<file path="config.mk">
export PLATFORM = sky130hd
export DESIGN_NAME = decodeStage
export DESIGN_NICKNAME = d
export VERILOG_FILES = /design/src/rvIsaPkg.sv /design/src/rvCtrlPkg.sv /design/src/instrDecoder.sv /design/src/regFile.sv /design/src/operandRead.sv /design/src/branchUnit.sv /design/src/decodeStage.sv
export VERILOG_INCLUDE_DIRS = /design/src
export SDC_FILE = /design/constraint.sdc
export NUM_CORES = 2
export LEC_CHECK = 0
export BUFFER_PORTS_ARGS = -buffer_cell sky130_fd_sc_hd__buf_2
export CORE_MARGIN = 1.5
export CORE_UTILIZATION = 36
export CTS_CLUSTER_DIAMETER = 150
export DETAILED_ROUTE_END_ITERATION = 7
export PLACE_DENSITY = 0.51
export SETUP_SLACK_MARGIN = 0.1
export SYNTH_ARGS = -nofsm -noshare
export SYNTH_HDL_FRONTEND = slang
export SYNTH_SLANG_ARGS = --single-unit
</file>
<file path="constraint.sdc">
create_clock -name clk -period 6 [get_ports clk]
set_input_delay 0 -clock clk [delete_from_list [all_inputs] [get_ports clk]]
set_output_delay 0 -clock clk [all_outputs]
set_load 0.02 [all_outputs]
</file>
<file path="src/rv_defines.svh">
`ifndef RV_DEFINES_SVH
`define RV_DEFINES_SVH

// data and address width of the core.
`define XLEN 32

// integer register file geometry, REG_AW must cover REG_COUNT.
`define REG_COUNT 32
`define REG_AW 5

`endif

</file>
<file path="src/rvIsaPkg.sv">
`include "rv_defines.svh"

package rvIsaPkg;

	// major opcodes of the RV32I subset that decode knows about.
	typedef enum logic [6:0] {
		OPC_LUI    = 7'b0110111,
		OPC_AUIPC  = 7'b0010111,
		OPC_JAL    = 7'b1101111,
		OPC_JALR   = 7'b1100111,
		OPC_BRANCH = 7'b1100011,
		OPC_LOAD   = 7'b0000011,
		OPC_STORE  = 7'b0100011,
		OPC_OP_IMM = 7'b0010011,
		OPC_OP     = 7'b0110011
	} opcodeE;

	typedef enum logic [2:0] {
		BR_EQ  = 3'b000,
		BR_NE  = 3'b001,
		BR_LT  = 3'b100,
		BR_GE  = 3'b101,
		BR_LTU = 3'b110,
		BR_GEU = 3'b111
	} branchCondE; // same encoding as funct3 of a branch.

	// raw fields of the fetched word, imm already sign extended.
	typedef struct packed {
		logic [`REG_AW-1:0] rd;
		logic [`REG_AW-1:0] rs1;
		logic [`REG_AW-1:0] rs2;
		logic [2:0]         funct3;
		logic [6:0]         funct7;
		logic [`XLEN-1:0]   imm;
		opcodeE             opcode;
	} instrFieldsT;

endpackage

</file>
<file path="src/rvCtrlPkg.sv">
`include "rv_defines.svh"

package rvCtrlPkg;

	typedef enum logic [4:0] {
		ALU_ADD   = 5'd0,
		ALU_SUB   = 5'd1,
		ALU_SLL   = 5'd2,
		ALU_SLT   = 5'd3,
		ALU_SLTU  = 5'd4,
		ALU_XOR   = 5'd5,
		ALU_SRL   = 5'd6,
		ALU_SRA   = 5'd7,
		ALU_OR    = 5'd8,
		ALU_AND   = 5'd9,
		ALU_PASSB = 5'd10 // operand b straight through, used by lui.
	} aluOpE;

	typedef enum logic [1:0] {OPA_REG, OPA_PC, OPA_ZERO} opASelE;
	typedef enum logic [1:0] {WB_ALU, WB_MEM, WB_PC4} wbSelE;
	typedef enum logic [1:0] {FWD_REGFILE, FWD_WRITEBACK, FWD_MEMORY} fwdSelE;

	// bit 1 is the branch redirect and bit 0 the jump redirect.
	typedef enum logic [1:0] {PC_NEXT = 2'b00, PC_JUMP = 2'b01, PC_BRANCH = 2'b10} pcSelE;

	typedef struct packed {
		logic   regWrite;
		opASelE opASel;
		logic   opBSelImm;
		logic   memAccess;
		logic   memWrite;
		wbSelE  wbSel;
		aluOpE  aluOp;
		logic   branch;
		logic   jump;
	} ctrlT;

	typedef struct packed {
		logic               we;
		logic [`REG_AW-1:0] rd;
		logic [`XLEN-1:0]   data;
	} writeBackT;

endpackage

</file>
<file path="src/instrDecoder.sv">
`timescale 1ns/10ps
`include "rv_defines.svh"

module instrDecoder import rvIsaPkg::*, rvCtrlPkg::*; (
	input  logic [`XLEN-1:0] instr,
	output instrFieldsT      fields,
	output ctrlT             ctrl
);

	opcodeE           opcode;
	logic [`XLEN-1:0] immI;
	logic [`XLEN-1:0] immS;
	logic [`XLEN-1:0] immB;
	logic [`XLEN-1:0] immU;
	logic [`XLEN-1:0] immJ;
	logic [`XLEN-1:0] imm;

	// funct3 picks the operation, alt is funct7 bit 5.
	function automatic aluOpE aluFromFunct(input logic [2:0] f3, input logic alt,
			input logic isOp);
		aluOpE op;
		case (f3)
			3'b000: op = (alt && isOp) ? ALU_SUB : ALU_ADD; // addi has no subtract form.
			3'b001: op = ALU_SLL;
			3'b010: op = ALU_SLT;
			3'b011: op = ALU_SLTU;
			3'b100: op = ALU_XOR;
			3'b101: op = alt ? ALU_SRA : ALU_SRL;
			3'b110: op = ALU_OR;
			3'b111: op = ALU_AND;
		endcase
		return op;
	endfunction

	assign opcode = opcodeE'(instr[6:0]);

	assign immI = {{(`XLEN-12){instr[31]}}, instr[31:20]};
	assign immS = {{(`XLEN-12){instr[31]}}, instr[31:25], instr[11:7]};
	assign immB = {{(`XLEN-13){instr[31]}}, instr[31], instr[7], instr[30:25], instr[11:8], 1'b0};
	assign immU = {instr[31:12], 12'b0};
	assign immJ = {{(`XLEN-21){instr[31]}}, instr[31], instr[19:12], instr[20], instr[30:21],
		1'b0};

	always_comb begin
		case (opcode)
			OPC_LOAD, OPC_OP_IMM, OPC_JALR: imm = immI;
			OPC_STORE:                      imm = immS;
			OPC_BRANCH:                     imm = immB;
			OPC_LUI, OPC_AUIPC:             imm = immU;
			OPC_JAL:                        imm = immJ;
			default:                        imm = '0; // register ops carry no immediate.
		endcase
	end

	always_comb begin
		fields.rd     = instr[11:7];
		fields.rs1    = instr[19:15];
		fields.rs2    = instr[24:20];
		fields.funct3 = instr[14:12];
		fields.funct7 = instr[31:25];
		fields.imm    = imm;
		fields.opcode = opcode;
	end

	always_comb begin
		ctrl = '0;
		case (opcode)
			OPC_LUI: begin
				ctrl.regWrite  = 1'b1;
				ctrl.opBSelImm = 1'b1;
				ctrl.aluOp     = ALU_PASSB;
			end
			OPC_AUIPC: begin
				ctrl.regWrite  = 1'b1;
				ctrl.opASel    = OPA_PC;
				ctrl.opBSelImm = 1'b1;
			end
			OPC_JAL, OPC_JALR: begin
				ctrl.regWrite  = 1'b1;
				ctrl.opBSelImm = (opcode == OPC_JALR);
				ctrl.wbSel     = WB_PC4; // link register gets the return address.
				ctrl.jump      = 1'b1;
			end
			OPC_BRANCH: ctrl.branch = 1'b1;
			OPC_LOAD: begin
				ctrl.regWrite  = 1'b1;
				ctrl.opBSelImm = 1'b1;
				ctrl.memAccess = 1'b1;
				ctrl.wbSel     = WB_MEM;
			end
			OPC_STORE: begin
				ctrl.opBSelImm = 1'b1;
				ctrl.memAccess = 1'b1;
				ctrl.memWrite  = 1'b1;
			end
			OPC_OP_IMM: begin
				ctrl.regWrite  = 1'b1;
				ctrl.opBSelImm = 1'b1;
				ctrl.aluOp     = aluFromFunct(instr[14:12], instr[30], 1'b0);
			end
			OPC_OP: begin
				ctrl.regWrite = 1'b1;
				ctrl.aluOp    = aluFromFunct(instr[14:12], instr[30], 1'b1);
			end
			default: ctrl = '0;
		endcase
	end

	// the branch unit would redirect twice if both were set.
	always_comb begin
		assert final (!(ctrl.branch && ctrl.jump))
			else $error("decoder set branch and jump together for %h", instr);
	end

endmodule

</file>
<file path="src/regFile.sv">
`timescale 1ns/10ps
`include "rv_defines.svh"

module regFile import rvCtrlPkg::*; (
	input  logic               clk,
	input  logic               rstN,
	input  writeBackT          wb,
	input  logic [`REG_AW-1:0] rs1Addr,
	input  logic [`REG_AW-1:0] rs2Addr,
	output logic [`XLEN-1:0]   rs1Data,
	output logic [`XLEN-1:0]   rs2Data
);

	logic [`XLEN-1:0] regs [`REG_COUNT];

	always_ff @(posedge clk or negedge rstN) begin
		if (!rstN) begin
			for (int i = 0; i < `REG_COUNT; i++) begin
				regs[i] <= '0;
			end
		end else if (wb.we && (wb.rd != '0)) begin
			regs[wb.rd] <= wb.data; // x0 is never written, so it stays at its reset value.
		end
	end

	// no bypass here. a same cycle read of wb goes through forwarding.
	assign rs1Data = regs[rs1Addr];
	assign rs2Data = regs[rs2Addr];

	x0ReadsZero: assert property (@(posedge clk) disable iff (!rstN)
		((rs1Addr != '0) || (rs1Data == '0)) && ((rs2Addr != '0) || (rs2Data == '0)))
		else $error("register x0 read back a nonzero value");

endmodule

</file>
<file path="src/operandRead.sv">
`timescale 1ns/10ps
`include "rv_defines.svh"

module operandRead import rvCtrlPkg::*; (
	input  logic               clk,
	input  logic               rstN,
	input  logic [`REG_AW-1:0] rs1Addr,
	input  logic [`REG_AW-1:0] rs2Addr,
	input  writeBackT          wb,
	input  fwdSelE             fwd1,
	input  fwdSelE             fwd2,
	input  logic [`XLEN-1:0]   aluOutM,
	output logic [`XLEN-1:0]   rs1Val,
	output logic [`XLEN-1:0]   rs2Val
);

	logic [`XLEN-1:0] rs1Reg;
	logic [`XLEN-1:0] rs2Reg;

	function automatic logic [`XLEN-1:0] pickOperand(input fwdSelE sel,
			input logic [`XLEN-1:0] regVal, input logic [`XLEN-1:0] wbVal,
			input logic [`XLEN-1:0] memVal);
		logic [`XLEN-1:0] val;
		case (sel)
			FWD_REGFILE:   val = regVal;
			FWD_WRITEBACK: val = wbVal;
			FWD_MEMORY:    val = memVal;
			default:       val = '0;
		endcase
		return val;
	endfunction

	regFile mRegFile (
		.clk     (clk),
		.rstN    (rstN),
		.wb      (wb),
		.rs1Addr (rs1Addr),
		.rs2Addr (rs2Addr),
		.rs1Data (rs1Reg),
		.rs2Data (rs2Reg)
	);

	assign rs1Val = pickOperand(fwd1, rs1Reg, wb.data, aluOutM);
	assign rs2Val = pickOperand(fwd2, rs2Reg, wb.data, aluOutM);

	// the hazard unit drives only the three defined codes.
	fwdSelValid: assert property (@(posedge clk) disable iff (!rstN)
		(fwd1 inside {FWD_REGFILE, FWD_WRITEBACK, FWD_MEMORY}) &&
		(fwd2 inside {FWD_REGFILE, FWD_WRITEBACK, FWD_MEMORY}))
		else $error("undefined forward select %b %b", fwd1, fwd2);

endmodule

</file>
<file path="src/branchUnit.sv">
`timescale 1ns/10ps
`include "rv_defines.svh"

module branchUnit import rvIsaPkg::*, rvCtrlPkg::*; (
	input  logic [`XLEN-1:0] pcPlus4,
	input  logic [`XLEN-1:0] imm,
	input  logic [`XLEN-1:0] rs1Val,
	input  logic [`XLEN-1:0] rs2Val,
	input  branchCondE       cond,
	input  logic             branch,
	input  logic             jump,
	input  logic             jalr,
	output logic [`XLEN-1:0] branchTarget,
	output logic [`XLEN-1:0] jumpTarget,
	output pcSelE            pcSel
);

	logic [`XLEN-1:0] pc;
	logic [`XLEN-1:0] jalrSum;
	logic             taken;

	assign pc = pcPlus4 - `XLEN'(4);

	// branches and jal share the pc relative adder.
	assign branchTarget = pc + imm;
	assign jalrSum      = rs1Val + imm;
	assign jumpTarget   = jalr ? {jalrSum[`XLEN-1:1], 1'b0} : branchTarget;

	always_comb begin
		case (cond)
			BR_EQ:   taken = (rs1Val == rs2Val);
			BR_NE:   taken = (rs1Val != rs2Val);
			BR_LT:   taken = ($signed(rs1Val) < $signed(rs2Val));
			BR_GE:   taken = ($signed(rs1Val) >= $signed(rs2Val));
			BR_LTU:  taken = (rs1Val < rs2Val);
			BR_GEU:  taken = (rs1Val >= rs2Val);
			default: taken = 1'b0; // funct3 010 and 011 are no branch.
		endcase
	end

	always_comb begin
		if (jump) begin
			pcSel = PC_JUMP;
		end else if (branch && taken) begin
			pcSel = PC_BRANCH;
		end else begin
			pcSel = PC_NEXT;
		end
	end

	always_comb begin
		assert final (branch || (pcSel != PC_BRANCH))
			else $error("branch redirect without a branch instruction");
	end

endmodule

</file>
<file path="src/decodeStage.sv">
`timescale 1ns/10ps
`include "rv_defines.svh"

module decodeStage import rvIsaPkg::*, rvCtrlPkg::*; (
	input  logic             clk,
	input  logic             rstN,
	input  logic [`XLEN-1:0] instr,
	input  logic [`XLEN-1:0] pcPlus4,
	input  fwdSelE           fwd1, // forward selects from the hazard unit.
	input  fwdSelE           fwd2,
	input  writeBackT        wb,
	input  logic [`XLEN-1:0] aluOutM,
	output instrFieldsT      fields,
	output ctrlT             ctrl,
	output logic [`XLEN-1:0] rs1Val,
	output logic [`XLEN-1:0] rs2Val,
	output logic [`XLEN-1:0] branchTarget,
	output logic [`XLEN-1:0] jumpTarget,
	output pcSelE            pcSel
);

	instrDecoder mDecoder (
		.instr  (instr),
		.fields (fields),
		.ctrl   (ctrl)
	);

	// register read runs next to the decoder on the raw address fields.
	operandRead mOperandRead (
		.clk     (clk),
		.rstN    (rstN),
		.rs1Addr (fields.rs1),
		.rs2Addr (fields.rs2),
		.wb      (wb),
		.fwd1    (fwd1),
		.fwd2    (fwd2),
		.aluOutM (aluOutM),
		.rs1Val  (rs1Val),
		.rs2Val  (rs2Val)
	);

	branchUnit mBranchUnit (
		.pcPlus4      (pcPlus4),
		.imm          (fields.imm),
		.rs1Val       (rs1Val), // compares see the forwarded operands.
		.rs2Val       (rs2Val),
		.cond         (branchCondE'(fields.funct3)),
		.branch       (ctrl.branch),
		.jump         (ctrl.jump),
		.jalr         (fields.opcode == OPC_JALR),
		.branchTarget (branchTarget),
		.jumpTarget   (jumpTarget),
		.pcSel        (pcSel)
	);

endmodule

</file>
==> metrics.txt <==
status=completed; minimum clock period=5.74 ns; # nets final=4831; final core utilization=0.415; vias in the first global route=41.1k; Post-Syn Area per Cell=13.9 um2; hold path start=wb[30]; port buffer count=approximately 350; reg2reg setup slack=5.18 ns; R2R depth=1; Cell Rows=150; Synth Register Bits=1024; worst stage delay on the critical path=around 0.49 ns; Final GP Congestion=between 0.9 and 1; Max Transition Viols Final=0; IO Pins=349; Bufs on Longest Clock Path=3; worst-skew pair later-pin latency=0.74 ns; Setup TNS Final=0 ns; Reg with most FFs=mOperandRead.mRegFile.regs; max FFs per register=roughly 1.0k; multi-input logic area=33200 um2; Slew headroom=0.203; RSZ-0062 raised after global routing=yes; FMAX=0.174 GHz; WS Path Type=reg -> out; first-pass GRT wire length=314 mm; CTS buffer count=around 110; Horiz. Die Dim=415 um; DP Wirelength=134 mm; power per cell area=311 nW/um2; grt total ovfl=0; combinational power share=0.253; area grow syn2layout=14.1%; Largest regs=mOperandRead.mRegFile.regs: 1024 flops; largest cells by area after synthesis=dfrtp_1, mux4_2, mux2_2; NetSw=6.33 mW; CP cell instances=mux4_2 > mux4_2 > mux2i_1 > buf_4 > nor2_1 > a21oi_1 > o21ai_1 > ha_1 > nand2_1 > nor2_2 > a31oi_1 > a21boi_0 > a311o_1 > o2111ai_4 > a21boi_2 > o21ai_0 > xor2_1 > mux2_2 > buf_2; commonest non-fill, non-tap cell in the layout=dfrtp_1; worst path arrival time=5.74 ns; share of the synthesized area in the top cell type=0.420; Leakage=between 30 and 40 nW; WL per Instance=31.6 um; clock group share of total power=0.325; clock sink count=roughly 1.0k; CTS root buf=clkbuf_16; Worst Tran Pin Value=between 1 and 1.5 ns; 1st-iter DRT viols=approximately 3.5k; vias per cell=5.93; top cell type by total area after synthesis=dfrtp_1; Post-synth EDFFs=0; Post-synth ARST share=1.00; Initial Util=0.364; CP Buf/Inv Count=2; Critical-path top delay cell=mux4_2; Final Power=21.7 mW; aggregate global-route resource usage=0.250; Place WS=around 0.39 ns; final WL=217 mm; crit-path leading delay family=compound AO/OA/AOI/OAI gates; Most used DFF post-synth=dfrtp_1; Worst VDD drop=~0.00025 V; cell count after synthesis=around 4.4k; Cells after DPL=6627; hold crit path type=in -> reg; detailed-route DRC error count=0; final hold violations=0; initial antenna violation count=7; DRT antenna net count=0; startpoint types=flip-flop; Distinct cells, synth=78; Die ar.=~170000 um2; internal power=15.3 mW; sequential share of the synthesized area=0.420; # fillers=15.6k; htree depth=3; Crit path top cell by count=mux4_2; Max-Cap Viols=0; Post-Syn Area=61000 um2; WHS Path Cells=2; register share of total power=0.422; via count=between 40k and 50k; worst reg2reg path startpoint=mOperandRead.mRegFile.regs[606]$_DFFE_PN0P_; Synth Warn #=0; Finished Layout Cells=6866; clk_skew=0 ns; Clock transition at path regs=0.07 ns; CTS tree=built; final period utilization=0.957; final setup fails=0; share of cells above drive strength 1=0.511; WHS Endpoint=mOperandRead.mRegFile.regs[126]$_DFFE_PN0P_; sw frac=0.292; Core ar.=~170000 um2; Pre-Repair DR Iteration Count=7; Reg-to-Reg End=mOperandRead.mRegFile.regs[606]$_DFFE_PN0P_; pin count of the biggest net entering global routing=approximately 140; final worst setup slack=0.256 ns; Die H=a little over 400 um; Crit. End Element=output port; Data required, critical path=6.00 ns; Crit Path Max Fanout=4; most frequent cells in the layout=dfrtp_1, mux2_2, mux4_2; Reg area=25600 um2
-- layout make-up --
| class | instances | share of cell area |
|---|---|---|
| Clock inverter | 39 | 0.00749 |
| Inverter | 169 | 0.00910 |
| Tap cell | 2204 | 0.0396 |
| Multi-Input combinational cell | 2722 | 0.476 |
| Sequential cell | 1024 | 0.368 |
| Clock buffer | 160 | 0.0453 |
| Timing Repair Buffer | 543 | 0.0541 |
| Antenna cell | 5 | 0.000180 |
-- Yosys cell counts, types with 17 or more instances --
cell	count
dfrtp_1	1024
mux2_2	998
mux4_2	633
clkbuf_1	301
inv_1	168
nand2_1	147
a21oi_1	142
nor2_1	126
ha_1	121
buf_1	94
o21ai_0	93
mux2i_1	76
a21o_1	45
buf_4	38
o21a_1	37
xnor2_1	35
buf_2	27
xor2_1	21
nand3_1	18
nor2b_1	17
-- logic make-up after synthesis --
group	after synthesis	share of synthesized area
xor gates and xnor gates	56	0.00803
and+or+nand+nor	415	0.0315
buffers and inverters	632	0.0421
muxes	1707	0.430
adders and majority gates	124	0.0256
DFF	1024	0.420
other	1	0.0000614
AOI/OAI and AO/OA	418	0.0428
-- layer usage --
layer,global-route usage,vias up,part of all wire
met5,0,-,0
met4,0.0728,0,0.031
met3,0.0316,282,0.043
met2,0.414,1113,0.49
met1,0.344,22300,0.44
li1,-,17000,-
-- worst max-delay path by stage --
| stage | from | to | slack (ns) | depth (start not counted) |
|---|---|---|---|---|
| finish | mOperandRead.mRegFile.regs[390]$_DFFE_PN0P_ | jumpTarget[30] | 0.26 | 19 |
| global route | mOperandRead.mRegFile.regs[780]$_DFFE_PN0P_ | jumpTarget[31] | 0.06 | 19 |
| global placement | instr[15] | jumpTarget[29] | 0.40 | 20 |
| floorplan | instr[15] | jumpTarget[22] | 0.48 | 22 |
| CTS | mOperandRead.mRegFile.regs[900]$_DFFE_PN0P_ | jumpTarget[30] | 0.07 | 18 |
| detailed placement | instr[16] | jumpTarget[31] | 0.39 | 21 |
-- what timing repair did --
item                                    in CTS  in global routing
pin swaps                                    0                  2
gates resized for setup                      5                 19
hold buffers                                33                  0
endpoints found under the setup margin       8                 10
hold endpoints to repair                  1217                  0
buffers inserted                             0                  2
-- through the flow --
step / cell area (um2) / hold slack (ns)
floorplan: 61100 / -0.296
global placement: 65500 / 0.104
detailed placement: 65500 / 0.101
CTS: 69600 / 0.00210
global route: 69700 / 0.0367
finish: 69700 / 0.0525
-- power groups by stage --
stage	Sequential [mW]	Combinational (mW)	Clock, mW
6_report	9.13	5.48	7.04
5_1_grt	9.32	5.83	7.46
4_1_cts	9.11	5.50	7.20
3_5_place_dp	9.23	5.46	0
3_3_place_gp	9.18	5.39	0
2_1_floorplan	8.91	3.95	0
Note: power is estimated with default switching activity, not from simulation.
